## src/design/rv_trace_pkg.sv

```systemverilog
package rv_trace_pkg;

    // RV32I major opcodes
    typedef enum logic [6:0] {
        OPC_LUI   = 7'b0110111,
        OPC_AUIPC = 7'b0010111,
        OPC_JAL   = 7'b1101111,
        OPC_JALR  = 7'b1100111,
        OPC_B     = 7'b1100011,  // Conditional branches
        OPC_IL    = 7'b0000011,  // Loads
        OPC_S     = 7'b0100011,  // Stores
        OPC_I     = 7'b0010011,  // Register-immediate ALU
        OPC_R     = 7'b0110011,  // Register-register ALU
        OPC_FENCE = 7'b0001111,
        OPC_E     = 7'b1110011   // ECALL, EBREAK
    } opcode_t;

    typedef logic [9:0] funct_t;  // {funct7, funct3}

    localparam funct_t FN_ADD  = {7'b0000000, 3'b000};
    localparam funct_t FN_SUB  = {7'b0100000, 3'b000};
    localparam funct_t FN_SLL  = {7'b0000000, 3'b001};
    localparam funct_t FN_SLT  = {7'b0000000, 3'b010};
    localparam funct_t FN_SLTU = {7'b0000000, 3'b011};
    localparam funct_t FN_XOR  = {7'b0000000, 3'b100};
    localparam funct_t FN_SRL  = {7'b0000000, 3'b101};
    localparam funct_t FN_SRA  = {7'b0100000, 3'b101};
    localparam funct_t FN_OR   = {7'b0000000, 3'b110};
    localparam funct_t FN_AND  = {7'b0000000, 3'b111};
    // Immediate shifts keep the shift type in funct7
    localparam funct_t FN_SLLI = {7'b0000000, 3'b001};
    localparam funct_t FN_SRLI = {7'b0000000, 3'b101};
    localparam funct_t FN_SRAI = {7'b0100000, 3'b101};

    typedef logic [31:0] inst_t;
    typedef logic [31:0] addr_t;

    typedef struct packed {
        inst_t inst;
        addr_t pc;
        logic  legal;
        logic  bubble;
    } stage_t;

    localparam inst_t  NOP        = 32'h0000_0013;  // addi x0, x0, 0
    localparam addr_t  PC_INIT    = 32'h0000_0200;
    localparam stage_t STAGE_INIT = '{inst: NOP, pc: PC_INIT, legal: 1'b1, bubble: 1'b1};

    // APB register map
    localparam addr_t REG_CTRL    = 32'h0000_0000;
    localparam addr_t REG_RETIRED = 32'h0000_0004;
    localparam addr_t REG_ILLEGAL = 32'h0000_0008;
    localparam addr_t REG_LAST_PC = 32'h0000_000C;
    localparam addr_t REG_WB_INST = 32'h0000_0010;
    localparam addr_t REG_WB_PC   = 32'h0000_0014;

endpackage

```

## src/design/rv_inst_legality.sv

```systemverilog
`timescale 1ns/1ps

module rv_inst_legality (
    input  rv_trace_pkg::inst_t inst_i,
    output logic                legal_o
);

    rv_trace_pkg::opcode_t opcode;
    rv_trace_pkg::funct_t  funct;
    logic [2:0]            funct3;
    logic [6:0]            funct7;
    logic [11:0]           imm_i;
    logic [20:0]           imm_j;
    logic [12:0]           imm_b;
    logic                  sys_ok;

    assign opcode = rv_trace_pkg::opcode_t'(inst_i[6:0]);
    assign funct3 = inst_i[14:12];
    assign funct7 = inst_i[31:25];
    assign funct  = {funct7, funct3};

    // Immediates rebuilt in architectural bit order
    assign imm_i = inst_i[31:20];
    assign imm_j = {inst_i[31], inst_i[19:12], inst_i[20], inst_i[30:21], 1'b0};
    assign imm_b = {inst_i[31], inst_i[7], inst_i[30:25], inst_i[11:8], 1'b0};

    // ECALL and EBREAK differ only in bit 20
    assign sys_ok = (inst_i[31:21] == 11'd0) && (inst_i[19:7] == 13'd0);

    always_comb begin
        case (opcode)
            rv_trace_pkg::OPC_LUI,
            rv_trace_pkg::OPC_AUIPC: legal_o = 1'b1;
            rv_trace_pkg::OPC_JAL:   legal_o = (imm_j[1:0] == 2'b00);
            rv_trace_pkg::OPC_JALR:  legal_o = (funct3 == 3'b000) && (imm_i[1:0] == 2'b00);
            rv_trace_pkg::OPC_B: begin
                // funct3 010 and 011 are reserved
                legal_o = (funct3 inside {3'b000, 3'b001, 3'b100, 3'b101, 3'b110, 3'b111})
                          && (imm_b[1:0] == 2'b00);
            end
            rv_trace_pkg::OPC_IL:    legal_o = funct3 inside {3'b000, 3'b001, 3'b010,
                                                              3'b100, 3'b101};
            rv_trace_pkg::OPC_S:     legal_o = funct3 inside {3'b000, 3'b001, 3'b010};
            rv_trace_pkg::OPC_I: begin
                case (funct3)
                    3'b001:  legal_o = (funct == rv_trace_pkg::FN_SLLI);
                    3'b101:  legal_o = (funct == rv_trace_pkg::FN_SRLI) ||
                                       (funct == rv_trace_pkg::FN_SRAI);
                    default: legal_o = 1'b1;  // Upper bits are immediate
                endcase
            end
            rv_trace_pkg::OPC_R: begin
                legal_o = funct inside {rv_trace_pkg::FN_ADD, rv_trace_pkg::FN_SUB,
                                        rv_trace_pkg::FN_SLL, rv_trace_pkg::FN_SLT,
                                        rv_trace_pkg::FN_SLTU, rv_trace_pkg::FN_XOR,
                                        rv_trace_pkg::FN_SRL, rv_trace_pkg::FN_SRA,
                                        rv_trace_pkg::FN_OR, rv_trace_pkg::FN_AND};
            end
            rv_trace_pkg::OPC_FENCE: legal_o = (funct3 == 3'b000);  // Includes FENCE.TSO, PAUSE
            rv_trace_pkg::OPC_E:     legal_o = sys_ok;
            default:                 legal_o = 1'b0;
        endcase
    end

endmodule

```

## src/design/rv_pipe_follower.sv

```systemverilog
`timescale 1ns/1ps

module rv_pipe_follower (
    input  logic                clk,
    input  logic                rst,
    input  rv_trace_pkg::inst_t fetch_inst_i,
    input  rv_trace_pkg::addr_t fetch_pc_i,
    input  logic                fetch_valid_i,
    input  logic                fetch_legal_i,
    input  logic                pd_flush_i,
    input  logic                bu_flush_i,
    input  logic                pd_stall_i,
    input  logic                id_stall_i,
    input  logic                ex_stall_i,
    input  logic                wb_stall_i,
    output rv_trace_pkg::inst_t wb_inst_o,
    output rv_trace_pkg::addr_t wb_pc_o,
    output logic                wb_bubble_o,
    output logic                retire_o,
    output logic                retire_illegal_o
);

    rv_trace_pkg::stage_t if_q;
    rv_trace_pkg::stage_t pd_q;
    rv_trace_pkg::stage_t id_q;
    rv_trace_pkg::stage_t ex_q;
    rv_trace_pkg::stage_t mem_q;
    rv_trace_pkg::stage_t wb_q;
    logic                 id_bubble;  // ID bubble as seen by EX
    logic                 wb_load_q;

    assign id_bubble = id_q.bubble | ex_stall_i | bu_flush_i;

    // Fetch to IF
    always_ff @(posedge clk) begin
        if (rst) begin
            if_q <= rv_trace_pkg::STAGE_INIT;
        end else begin
            if (!pd_stall_i) begin
                if_q <= '{inst: fetch_inst_i, pc: fetch_pc_i, legal: fetch_legal_i,
                          bubble: !fetch_valid_i};
            end
            if (pd_flush_i) begin
                if_q.bubble <= 1'b1;
            end
        end
    end

    // IF to PD
    always_ff @(posedge clk) begin
        if (rst) begin
            pd_q <= rv_trace_pkg::STAGE_INIT;
        end else begin
            if (!id_stall_i) begin
                pd_q <= if_q;
            end
            if (bu_flush_i) begin
                pd_q.bubble <= 1'b1;
            end
        end
    end

    // PD to ID where a load-use stall inserts a bubble
    always_ff @(posedge clk) begin
        if (rst) begin
            id_q <= rv_trace_pkg::STAGE_INIT;
        end else begin
            if (!ex_stall_i) begin
                id_q <= '{inst: pd_q.inst, pc: pd_q.pc, legal: pd_q.legal,
                          bubble: pd_q.bubble | id_stall_i};
            end
            if (bu_flush_i) begin
                id_q.bubble <= 1'b1;
            end
        end
    end

    // ID to EX
    always_ff @(posedge clk) begin
        if (rst) begin
            ex_q <= rv_trace_pkg::STAGE_INIT;
        end else if (!ex_stall_i) begin
            ex_q <= '{inst: id_q.inst, pc: id_q.pc, legal: id_q.legal, bubble: id_bubble};
        end else begin
            ex_q.bubble <= 1'b1;  // Instruction already moved on to MEM
        end
    end

    // EX to MEM to WB share the WB stall
    always_ff @(posedge clk) begin
        if (rst) begin
            mem_q     <= rv_trace_pkg::STAGE_INIT;
            wb_q      <= rv_trace_pkg::STAGE_INIT;
            wb_load_q <= 1'b0;
        end else begin
            if (!wb_stall_i) begin
                mem_q <= ex_q;
                wb_q  <= mem_q;
            end
            wb_load_q <= !wb_stall_i;
        end
    end

    assign wb_inst_o   = wb_q.inst;
    assign wb_pc_o     = wb_q.pc;
    assign wb_bubble_o = wb_q.bubble;

    // One pulse per payload entering WB
    assign retire_o         = wb_load_q & !wb_q.bubble;
    assign retire_illegal_o = retire_o & !wb_q.legal;

    // A retirement must come from a real instruction that left MEM on the last edge
    retire_from_mem : assert property (@(posedge clk) disable iff (rst)
        retire_o |-> $past(!mem_q.bubble && !wb_stall_i));

endmodule

```

## src/design/rv_trace_regs.sv

```systemverilog
`timescale 1ns/1ps

module rv_trace_regs (
    input  logic                clk,
    input  logic                rst,
    input  logic                psel_i,
    input  logic                penable_i,
    input  logic                pwrite_i,
    input  rv_trace_pkg::addr_t paddr_i,
    input  rv_trace_pkg::addr_t pwdata_i,
    input  logic                retire_i,
    input  logic                retire_illegal_i,
    input  rv_trace_pkg::inst_t wb_inst_i,
    input  rv_trace_pkg::addr_t wb_pc_i,
    output rv_trace_pkg::addr_t prdata_o,
    output logic                pready_o,
    output logic                pslverr_o,
    output logic                irq_o
);

    logic                ctrl_en_q;
    logic                ctrl_irq_en_q;
    rv_trace_pkg::addr_t retired_cnt_q;
    rv_trace_pkg::addr_t illegal_cnt_q;
    rv_trace_pkg::addr_t last_pc_q;
    logic                access;
    logic                wr_en;
    logic                rd_en;
    logic                mapped;
    rv_trace_pkg::addr_t rd_data;

    assign access = psel_i & penable_i;  // APB access phase
    assign wr_en  = access & pwrite_i;
    assign rd_en  = access & !pwrite_i;

    // Address decode and read mux
    always_comb begin
        mapped  = 1'b1;
        rd_data = '0;
        case (paddr_i)
            rv_trace_pkg::REG_CTRL:    rd_data = {30'd0, ctrl_irq_en_q, ctrl_en_q};
            rv_trace_pkg::REG_RETIRED: rd_data = retired_cnt_q;
            rv_trace_pkg::REG_ILLEGAL: rd_data = illegal_cnt_q;
            rv_trace_pkg::REG_LAST_PC: rd_data = last_pc_q;
            rv_trace_pkg::REG_WB_INST: rd_data = wb_inst_i;
            rv_trace_pkg::REG_WB_PC:   rd_data = wb_pc_i;
            default:                   mapped  = 1'b0;
        endcase
    end

    assign prdata_o  = rd_en ? rd_data : '0;
    assign pready_o  = 1'b1;  // No wait states
    assign pslverr_o = access & !mapped;

    always_ff @(posedge clk) begin
        if (rst) begin
            ctrl_en_q     <= 1'b0;
            ctrl_irq_en_q <= 1'b0;
        end else if (wr_en && paddr_i == rv_trace_pkg::REG_CTRL) begin
            ctrl_en_q     <= pwdata_i[0];
            ctrl_irq_en_q <= pwdata_i[1];
        end
    end

    // Clear by write wins over a same-cycle retirement
    always_ff @(posedge clk) begin
        if (rst) begin
            retired_cnt_q <= '0;
        end else if (wr_en && paddr_i == rv_trace_pkg::REG_RETIRED) begin
            retired_cnt_q <= '0;
        end else if (ctrl_en_q && retire_i) begin
            retired_cnt_q <= retired_cnt_q + 32'd1;
        end
    end

    always_ff @(posedge clk) begin
        if (rst) begin
            illegal_cnt_q <= '0;
            last_pc_q     <= '0;
        end else begin
            if (wr_en && paddr_i == rv_trace_pkg::REG_ILLEGAL) begin
                illegal_cnt_q <= '0;
            end else if (ctrl_en_q && retire_illegal_i) begin
                illegal_cnt_q <= illegal_cnt_q + 32'd1;
            end
            if (ctrl_en_q && retire_illegal_i) begin
                last_pc_q <= wb_pc_i;  // WB still holds the retiring PC
            end
        end
    end

    assign irq_o = ctrl_irq_en_q & (illegal_cnt_q != '0);

    // Every access phase follows a setup phase
    apb_setup_first : assert property (@(posedge clk) disable iff (rst)
        penable_i |-> psel_i && $past(psel_i));

endmodule

```

## src/design/rv_trace_monitor.sv

```systemverilog
`timescale 1ns/1ps

module rv_trace_monitor (
    input  logic                clk,
    input  logic                rst,
    input  rv_trace_pkg::inst_t fetch_inst_i,
    input  rv_trace_pkg::addr_t fetch_pc_i,
    input  logic                fetch_valid_i,
    input  logic                pd_flush_i,
    input  logic                bu_flush_i,
    input  logic                pd_stall_i,
    input  logic                id_stall_i,
    input  logic                ex_stall_i,
    input  logic                wb_stall_i,
    input  logic                psel_i,
    input  logic                penable_i,
    input  logic                pwrite_i,
    input  rv_trace_pkg::addr_t paddr_i,
    input  rv_trace_pkg::addr_t pwdata_i,
    output rv_trace_pkg::addr_t prdata_o,
    output logic                pready_o,
    output logic                pslverr_o,
    output logic                irq_o,
    output rv_trace_pkg::inst_t wb_inst_o,
    output rv_trace_pkg::addr_t wb_pc_o,
    output logic                wb_bubble_o
);

    logic fetch_legal;
    logic retire;
    logic retire_illegal;

    rv_inst_legality i_rv_inst_legality (
        .inst_i  (fetch_inst_i),
        .legal_o (fetch_legal)
    );

    rv_pipe_follower i_rv_pipe_follower (
        .clk              (clk),
        .rst              (rst),
        .fetch_inst_i     (fetch_inst_i),
        .fetch_pc_i       (fetch_pc_i),
        .fetch_valid_i    (fetch_valid_i),
        .fetch_legal_i    (fetch_legal),
        .pd_flush_i       (pd_flush_i),
        .bu_flush_i       (bu_flush_i),
        .pd_stall_i       (pd_stall_i),
        .id_stall_i       (id_stall_i),
        .ex_stall_i       (ex_stall_i),
        .wb_stall_i       (wb_stall_i),
        .wb_inst_o        (wb_inst_o),
        .wb_pc_o          (wb_pc_o),
        .wb_bubble_o      (wb_bubble_o),
        .retire_o         (retire),
        .retire_illegal_o (retire_illegal)
    );

    rv_trace_regs i_rv_trace_regs (
        .clk              (clk),
        .rst              (rst),
        .psel_i           (psel_i),
        .penable_i        (penable_i),
        .pwrite_i         (pwrite_i),
        .paddr_i          (paddr_i),
        .pwdata_i         (pwdata_i),
        .retire_i         (retire),
        .retire_illegal_i (retire_illegal),
        .wb_inst_i        (wb_inst_o),
        .wb_pc_i          (wb_pc_o),
        .prdata_o         (prdata_o),
        .pready_o         (pready_o),
        .pslverr_o        (pslverr_o),
        .irq_o            (irq_o)
    );

endmodule

```

## config.mk

```make
export PLATFORM = sky130hd
export DESIGN_NAME = rv_trace_monitor
export DESIGN_NICKNAME = d
export VERILOG_FILES = /design/src/design/rv_trace_pkg.sv /design/src/design/rv_inst_legality.sv /design/src/design/rv_pipe_follower.sv /design/src/design/rv_trace_regs.sv /design/src/design/rv_trace_monitor.sv
export SDC_FILE = /design/constraint.sdc
export NUM_CORES = 1
export LEC_CHECK = 0
export BUFFER_PORTS_ARGS = -buffer_cell sky130_fd_sc_hd__buf_2
export CAP_MARGIN = 10
export CORE_MARGIN = 2
export CORE_UTILIZATION = 26
export DETAILED_ROUTE_END_ITERATION = 8
export PLACE_DENSITY_LB_ADDON = 0.12
export SLEW_MARGIN = 40
export SYNTH_ARGS = -nofsm -noshare
export SYNTH_HDL_FRONTEND = slang
export SYNTH_SLANG_ARGS = --single-unit
```

## constraint.sdc

```tcl
create_clock -name clk -period 3.1 [get_ports clk]
set_input_delay 0.62 -clock clk [delete_from_list [all_inputs] [get_ports clk]]
set_output_delay 0.62 -clock clk [all_outputs]
set_load 0.005 [all_outputs]
```

==> results of run 1 <==
==> cell usage in the layout (no fill, tap or decap), drive strengths merged, types with 3 or more instances in the layout <==
cell    count
a21oi      38
a22oi      30
and2       32
and3       10
and4        4
buf       263
bufinv      5
clkbuf     82
clkinv     16
dfxtp     495
ha          3
inv         9
mux2       32
mux2i     426
nand2     135
nand2b      4
nand3      22
nand4      24
nor2      452
nor2b       5
nor3       11
nor4       18
o21ai       3
o22ai      30
xnor2      12
xor2       50
==> routing by layer <==
metal / up-vias / GRT usage (%) / routed length, µm / part of all wire (%)
met5: - / 0 / 13 / 0.022
met4: 2 / 4.02 / 1140 / 1.9
met3: 78 / 2.60 / 2730 / 4.6
met2: 304 / 23.1 / 26500 / 44
met1: 7044 / 21.1 / 29300 / 49
li1: 7265 / - / - / -
==> synth_stat cells, types with 23 or more instances <==
cell | number | area [µm²]
xor2_1 | 50 | 438
nand4_1 | 23 | 144
buf_1 | 25 | 93.8
dfxtp_1 | 495 | 9910
mux2_2 | 32 | 360
and2_1 | 32 | 200
clkbuf_1 | 86 | 323
mux2i_1 | 426 | 4260
a21oi_1 | 38 | 190
buf_2 | 25 | 125
o22ai_1 | 30 | 188
nor2_1 | 452 | 1700
nand2_1 | 134 | 503
buf_4 | 65 | 488
a22oi_1 | 30 | 225
==> per-stage QoR <==
| step | utilization [%] | hold WS, ps | setup slack [ps] |
|---|---|---|---|
| 2_1_floorplan | - | 414 | 532 |
| 3_3_place_gp | 28.9 | 431 | 137 |
| 3_5_place_dp | 29.0 | 433 | 141 |
| 6_report | 31.5 | 172 | 216 |
| 5_1_grt | 31.5 | 139 | 10.4 |
| 4_1_cts | 31.5 | 116 | 133 |
==> report_power, final <==
| part | total [mW] | internal, mW | switching [mW] | leakage, nW |
|---|---|---|---|---|
| clock network | 6.81 | 4.03 | 2.78 | 0.935 |
| logic | 0.747 | 0.313 | 0.434 | 5.42 |
| registers | 6.54 | 6.47 | 0.0678 | 4.01 |
| total | 14.1 | 10.8 | 3.28 | 10.4 |
==> cell type report <==
type	count	area share, %
clock buffers	82	6.70
well taps	1030	5.37
clock inverters	22	1.27
inverters	10	0.156
multi-input cells	1374	38.1
repair buffers	263	7.08
flip-flops and latches	495	41.3
==> cells by family (layout without fill, tap and decap cells) <==
family / after synthesis / in the layout / share of synthesized area (%)
simple gates: 731 / 731 / 15.5
flops: 495 / 495 / 49.3
mux: 458 / 458 / 23.0
buf+inv: 211 / 377 / 5.31
compound gates: 119 / 119 / 3.98
xor+xnor: 62 / 62 / 2.70
fa+ha+maj: 3 / 3 / 0.187
other cells: 1 / 1 / 0.0187
==> flip-flops by register name, indices dropped and copies added (netlist names), 32 cells and up <==
| register | flops |
|---|---|
| i_rv_pipe_follower.ex_q | 66 |
| i_rv_pipe_follower.id_q | 66 |
| i_rv_pipe_follower.if_q | 66 |
| i_rv_pipe_follower.mem_q | 66 |
| i_rv_pipe_follower.pd_q | 66 |
| i_rv_pipe_follower.wb_inst_o | 32 |
| i_rv_pipe_follower.wb_pc_o | 32 |
| i_rv_trace_regs.illegal_cnt_q | 32 |
| i_rv_trace_regs.last_pc_q | 32 |
| i_rv_trace_regs.retired_cnt_q | 32 |
==> path summary, 6_finish.rpt <==
kind / to / depth (start not counted)
max reg2reg: i_rv_trace_regs.illegal_cnt_q[25] / 6
max: prdata_o[0] / 7
min: i_rv_pipe_follower.if_q[0] / 2
min reg2reg: i_rv_pipe_follower.ex_q[0] / 2
==> critical path: cells and delay by family <==
kind                   cells  cell delay, ps
buffers and inverters      4             830
AO/OA/AOI/OAI              1             430
multiplexers               1             330
AND/OR/NAND/NOR            1              30
==> flow_summary.toml, run 1 <==
[setup_path]
end_kind = "primary output"
cpPeakStageDelay_ps = 430
cp_data_arrival_time_ps = 2260
startpoint = "paddr_i[2]"
worst_path_most_repeated_cell = "buf_4"
worstPathMaxFanout = 19
cp-start-kind = "input pin"
worstPathCellList = "buf_4 > buf_4 > mux2_2 > a221oi_1 > buf_4 > nor2_1 > buf_2"
cp_slowest_cell = "a221oi_1"
required_ps = 2480
r2r-start = "i_rv_pipe_follower.wb_bubble_o"
setup.worst_path.class = "input pin to primary output"
reg2reg_slack_ps = 940

[logic_synthesis]
synth_fp_nets = 2223
synth_area_per_cell_um2 = 9.66
synth.distinct_cells = 57
yosys_warnings = 0
async_flop_share_pct = 0
syn_inst = 2080
synth-seq-cells = 495
synth_flop_cell = "dfxtp_1"
yosysSeqAreaShare_pct = 49.3
synth_edf_count = 0
syn_area_um2 = 20100

[sta]
fin_skew_ps = 25.7
tns_ps = 0
setup_viol = 0
timing.final.crit_share_pct = 93.0
hold_viol_final = 0
period_minus_slack_ps = 2880
slew_viol_final = 0
max_freq_mhz = 347
grt_setup_unrepaired = "no"
maxSlewHeadroom_pct = 45.3
tightest_slew_ps = 821

[floorplanning]
start_util_pct = 26.4
rows = 101
die-area_um2 = 79600
die_h_um = 282
die_w_um = 282
core_region_area_um2 = 76200
io_pins = 240

[cts]
cts.sinks = 495
cts-resized-gates = 0
htree_num_levels = 2
clk_latency_ps = 630
clk_pin_slew_worst_paths_ps = 60
holdBufCountCts = 0
clockBufferDepth = 3
cts-buffers-inserted = 56
root_buffer = "clkbuf_16"
cts_tree = "built"
cts.repair_timing.setup_buffer_count = 0

[power_and_ir_drop]
powerDensity_nw_per_um2 = 587
vdd_drop_max_uv = 310
total_power_mw = 14.1
power_leakage_nw = 10.4

[drt]
routed_wl_mm = 59.7
avgViaCountPerCell = 4.49
firstDrtPassIters = 5
drc = 0
drt-initial-drc-count = 944
dr_total_vias = 14700
post_drt_wl_per_cell_um = 18.2
antenna_left = 0

[min_path]
hold_class = "input pin to flip-flop"
worstHoldStart = "pd_flush_i"

[global_route]
grt_pass1_vias = 14300
grt_max_degree = 159
grt_overflow = 0
antenna_found_initial = 3
grt_pass1_wl_mm = 90.3
grt_usage_pct = 14.9

[placed_design]
dpl.hpwl_mm = 43.2
dpl-instance-area_um2 = 22100
numPortBuffers = 208
gp_congestion = 0.819
dp_cells = 3172

[cells_and_area]
final_area_um2 = 24000
seqCellArea_um2 = 9910
drive_above_1_share_pct = 17.6
syn_to_final_growth_pct = 19.4
n_fill_cell = 7845
num_antenna_cells = 0
nets = 2343
multi_input_area_um2 = 9150
instances_no_fill = 3276

[flow_run]
cap_violations = 0

[outcome]
outcome = "complete, no violations"
Note: power is estimated with default switching activity, not from simulation.
==> run 2, diff against run 1 <==
--- a/config.mk
+++ b/config.mk
@@ -5,11 +5,11 @@
 export SDC_FILE = /design/constraint.sdc
 export NUM_CORES = 1
 export LEC_CHECK = 0
-export BUFFER_PORTS_ARGS = -buffer_cell sky130_fd_sc_hd__buf_2
 export CAP_MARGIN = 10
 export CORE_MARGIN = 2
 export CORE_UTILIZATION = 26
 export DETAILED_ROUTE_END_ITERATION = 8
+export DONT_BUFFER_PORTS = 1
 export PLACE_DENSITY_LB_ADDON = 0.12
 export SLEW_MARGIN = 40
 export SYNTH_ARGS = -nofsm -noshare
==> run 2 against run 1 <==
Effect of this change: the run now ends with slew limit left; sequential power is essentially flat; flip-flop and latch count is the same; worst setup slack gained 180 ps; cell count shrank 7.0%; register-to-register slack lost 40 ps; first-iteration DRC count shrank 5.4%; sequential share of layout area grew 2.5 points; critical path depth shrank 3; clock-buffer cell count grew 6; clock power grew 4.0%; die area is the same; via count shrank 6.5%; critical path type is now flip-flop to primary output.
==> flow_summary.toml, run 2 (synthesis results as in run 1) <==
[power_and_ir_drop]
p_int_mw = 11.0
powerDensity_nw_per_um2 = 615
pwr-share-clk_pct = 50.8
combPwrFrac_pct = 2.4
vdd_drop_max_uv = 372
p_seq_share_pct = 46.9
sw_frac_of_total_pct = 21.2
switchingPower_mw = 2.96
power_leakage_nw = 9.25

[sta]
hold_viol_final = 0
setup_viol = 0
tightest_slew_ps = 1520
maxSlewHeadroom_pct = -1.04
grt_setup_unrepaired = "no"
fin_skew_ps = 22.5
slew_viol_final = 30
period_minus_slack_ps = 2710
timing.final.crit_share_pct = 87.3
tns_ps = 0
max_freq_mhz = 370
fin_hold_ws_ps = 82.8

[cells_and_area]
instances_no_fill = 3046
syn_to_final_growth_pct = 12.7
mostFrequentLayoutCells = "dfxtp_1 (495), nor2_1 (451), mux2i_1 (426), nand2_1 (134), clkbuf_16 (58)"
drive_above_1_share_pct = 8.39
final_area_um2 = 22700
final_common_cell = "dfxtp_1"
post-route-util_pct = 29.7
nets = 2113

[setup_path]
startpoint = "i_rv_pipe_follower.wb_pc_o[17]"
critPathBufInv = 0
worstPathMaxFanout = 4
setup.worst_path.class = "flip-flop to primary output"
cpPeakStageDelay_ps = 620
cp_data_arrival_time_ps = 2090
cp_slowest_cell = "dfxtp_1"
end_kind = "primary output"
worstPathCellList = "mux2_2 > a22oi_1 > o22ai_1 > and2_1"
r2r-start = "i_rv_pipe_follower.wb_bubble_o"
cp-start-kind = "flip-flop"
required_ps = 2480
cp_top_family = "flip-flops"

[floorplanning]
die-area_um2 = 79600
rows = 101
io_pins = 240
start_util_pct = 26.4
die_w_um = 282
die_h_um = 282
core_region_area_um2 = 76200

[placed_design]
gp_congestion = 0.814
dpl-instance-area_um2 = 20700
numPortBuffers = 0
dpl.hpwl_mm = 40.8
dp_cells = 2940

[global_route]
grt_max_degree = 399
antenna_found_initial = 5
grt_pass1_vias = 13300
grt_usage_pct = 14.9
grt_pass1_wl_mm = 89.1
grt_overflow = 0

[drt]
post_drt_wl_per_cell_um = 19.6
antenna_left = 0
avgViaCountPerCell = 4.51
drc = 0
drt-initial-drc-count = 893
dr_total_vias = 13700
routed_wl_mm = 59.9
firstDrtPassIters = 5

[min_path]
hold_class = "input pin to flip-flop"
worstHoldStart = "rst"

[cts]
clockBufferDepth = 3
root_buffer = "clkbuf_16"
htree_num_levels = 2
cts.sinks = 495
cts.repair_timing.setup_buffer_count = 0
cts-buffers-inserted = 58
cts_tree = "built"
holdBufCountCts = 0
cts-resized-gates = 0
clk_pin_slew_worst_paths_ps = 60
clk_latency_ps = 620

[outcome]
outcome = "complete, but fails checks"
violations = "slew limit"

[flow_run]
cap_violations = 0
[run 2: cell count changes in the layout (fill, tap and decap cells not counted), sizes merged]
cell,delta
diode,+1
buf,-232
inv,+1
clkbuf,+6
clkinv,-6
[run 2: metal layers]
metal	track usage [%]	up-vias	wire length (µm)
met3	4.34	88	4390
met5	0	-	26
met4	3.97	4	1280
met2	23.2	301	26500
met1	20.0	6566	27700
li1	-	6778	-
[run 2: power by group through the flow]
stage	clock [mW]	combinational (mW)	sequential, mW
after floorplan	0	0.508	6.65
after global placement	0	0.322	6.67
after detailed placement	0	0.328	6.68
after CTS	7.34	0.330	6.53
after global routing	7.60	0.364	6.54
final	7.08	0.332	6.53
[run 2: worst paths after layout]
check / end / cells past startpoint / slack, ps
setup reg to reg: i_rv_trace_regs.illegal_cnt_q[18] / 6 / 900
hold / removal: i_rv_trace_regs.last_pc_q[4] / 1 / 80
setup / recovery: prdata_o[17] / 4 / 390
hold reg to reg: i_rv_pipe_follower.ex_q[0] / 2 / 440
[run 2: final cells by class]
cell class | count | area (µm²)
multi-input combinational | 1374 | 9150
inverter | 10 | 37.5
antenna | 1 | 2.50
tap | 1030 | 1290
fill | 7929 | 53500
timing repair buffer | 31 | 270
clock buffer | 88 | 1750
clock inverter | 17 | 241
sequential | 495 | 9910
[run 2: metrics by stage]
step,total power [mW],worst slack (ps)
after floorplan,7.15,532
after global placement,6.99,410
after detailed placement,7.00,460
after CTS,14.2,211
after global routing,14.5,301
final,13.9,394
[run 2: worst register-to-register path: stages (launching register included)]
cell and delay [ps]:
dfxtp_1 390, and4bb_2 430, nand4_1 260, nor2_1 610, nand4_1 190, xor2_1 160
nor2_1 50
==> run 3, diff against run 2 <==
--- a/config.mk
+++ b/config.mk
@@ -10,7 +10,7 @@
 export CORE_UTILIZATION = 26
 export DETAILED_ROUTE_END_ITERATION = 8
 export DONT_BUFFER_PORTS = 1
-export PLACE_DENSITY_LB_ADDON = 0.12
+export PLACE_DENSITY_LB_ADDON = 0.25
 export SLEW_MARGIN = 40
 export SYNTH_ARGS = -nofsm -noshare
 export SYNTH_HDL_FRONTEND = slang
==> run 3 against run 2 <==
Effect of this change: the flow still finishes with violations (slew limit); sequential power barely moved; core utilization fell by 0.33 points; maximum frequency fell by 1.8%; cell count fell by 0.20%; non-clock buffer count rose by 3; die area did not move; routed wire length fell by 6.0%; first-iteration DRC count rose by 17%; register-to-register slack improved by 20 ps; critical path type is now input pin to primary output; critical endpoint is now prdata_o[25].
==> flow_summary.toml, run 3 (synthesis results as in run 1) <==
[outcome]
outcome = "complete, but fails checks"
violations = "slew limit"

[cts]
clockBufferDepth = 3
cts.repair_timing.setup_buffer_count = 0
clk_latency_ps = 600
cts-resized-gates = 0
holdBufCountCts = 0
cts.sinks = 495
clk_pin_slew_worst_paths_ps = 60
cts-buffers-inserted = 52
root_buffer = "clkbuf_16"
cts_tree = "built"
htree_num_levels = 2

[drt]
dr_total_vias = 13700
post_drt_wl_per_cell_um = 18.5
antenna_left = 0
drt-initial-drc-count = 1046
firstDrtPassIters = 5
drc = 0
routed_wl_mm = 56.3
avgViaCountPerCell = 4.52

[setup_path]
cp_top_family = "simple AND/OR/NAND/NOR gates"
required_ps = 2480
end_kind = "primary output"
cpPeakStageDelay_ps = 310
cp-start-kind = "input pin"
setup.worst_path.class = "input pin to primary output"
cp_slowest_cell = "nor4_1"
cp_data_arrival_time_ps = 2140
critPathBufInv = 2
worstPathCellList = "nor4_1 > nand4_1 > nor2_1 > buf_4 > nand3_1 > nor3b_2 > buf_12 > and2_1"
worstPathMaxFanout = 30

[floorplanning]
start_util_pct = 26.4
rows = 101
core_region_area_um2 = 76200
die_h_um = 282
die_w_um = 282
io_pins = 240
die-area_um2 = 79600

[placed_design]
dpl-instance-area_um2 = 20700
dpl.hpwl_mm = 39.5
gp_congestion = 0.852
dp_slack_ps = 245
numPortBuffers = 0

[flow_run]
cap_violations = 0

[power_and_ir_drop]
vdd_drop_max_uv = 382
power_leakage_nw = 9.13
total_power_mw = 13.1
powerDensity_nw_per_um2 = 586

[sta]
timing.final.crit_share_pct = 88.9
tightest_slew_ps = 1510
slew_viol_final = 25
fin_ws_ps = 343
fin_skew_ps = 23.3
hold_viol_final = 0
period_minus_slack_ps = 2760
max_freq_mhz = 363
setup_viol = 0
grt_setup_unrepaired = "no"
maxSlewHeadroom_pct = -0.539
tns_ps = 0

[global_route]
grt_pass1_vias = 13000
grt_max_degree = 399
grt_usage_pct = 14.0
grt_pass1_wl_mm = 85.0
antenna_found_initial = 1
grt_overflow = 0

[min_path]
hold_class = "input pin to flip-flop"

[cells_and_area]
drive_above_1_share_pct = 8.21
mostFrequentLayoutCells = "dfxtp_1 (495), nor2_1 (451), mux2i_1 (426), nand2_1 (134), clkbuf_16 (53)"
final_common_cell = "dfxtp_1"
final_area_um2 = 22400
nets = 2110
syn_to_final_growth_pct = 11.5
==> run 3: changes by cell type in the layout (fill, tap and decap cells not counted) <==
cell	previous run	this run
clkbuf_16	58	53
clkinvlp_4	2	4
inv_16	1	0
clkbuf_1	11	9
clkbuf_8	19	15
bufinv_16	5	2
buf_12	3	2
clkinv_4	0	1
clkinv_8	1	0
clkinv_2	8	10
buf_4	28	32
inv_6	0	2
==> run 3: where the power goes <==
part           switching [mW]  leakage, nW  total (mW)  internal (mW)
registers              0.0640         4.01        6.53           6.47
logic                   0.114         4.27       0.330          0.216
clock network            2.61        0.853        6.27           3.66
==> run 3: area by class of cell <==
class                   count  area, µm²
repair buffers             34        280
well taps                1030       1290
inverters                  10       37.5
diodes                      1       2.50
multi-input cells        1374       9150
fillers                  7882      53800
clock buffers              77       1570
flip-flops and latches    495       9910
clock inverters            19        166
==> run 3: worst paths after layout <==
check / slack (ps) / cells after the start / to / start
worst max-delay path: 340 / 8 / prdata_o[25] / paddr_i[1]
worst min-delay path: 100 / 1 / i_rv_trace_regs.last_pc_q[3] / rst
worst max register to register: 920 / 7 / i_rv_trace_regs.retired_cnt_q[15] / i_rv_pipe_follower.wb_bubble_o
worst min register to register: 450 / 2 / i_rv_trace_regs.last_pc_q[8] / i_rv_trace_regs.last_pc_q[8]
==> run 3: metrics by stage <==
| stage | cells | hold WS [ps] | util [%] |
|---|---|---|---|
| finish | 3040 | 103 | 29.4 |
| global route | 3039 | 66.5 | 29.4 |
| CTS | 3039 | 87.0 | 29.4 |
| detailed placement | 2943 | 445 | 27.1 |
| global placement | 2943 | 426 | 27.1 |
| floorplan | 2080 | 414 | - |
==> run 3: routing by layer <==
| metal | part of all wire [%] | track usage [%] | up-vias |
|---|---|---|---|
| met3 | 6.5 | 3.49 | 66 |
| met1 | 46 | 18.7 | 6576 |
| li1 | - | - | 6801 |
| met2 | 45 | 22.2 | 293 |
| met4 | 2.0 | 3.89 | 2 |
| met5 | 0.023 | 0 | - |
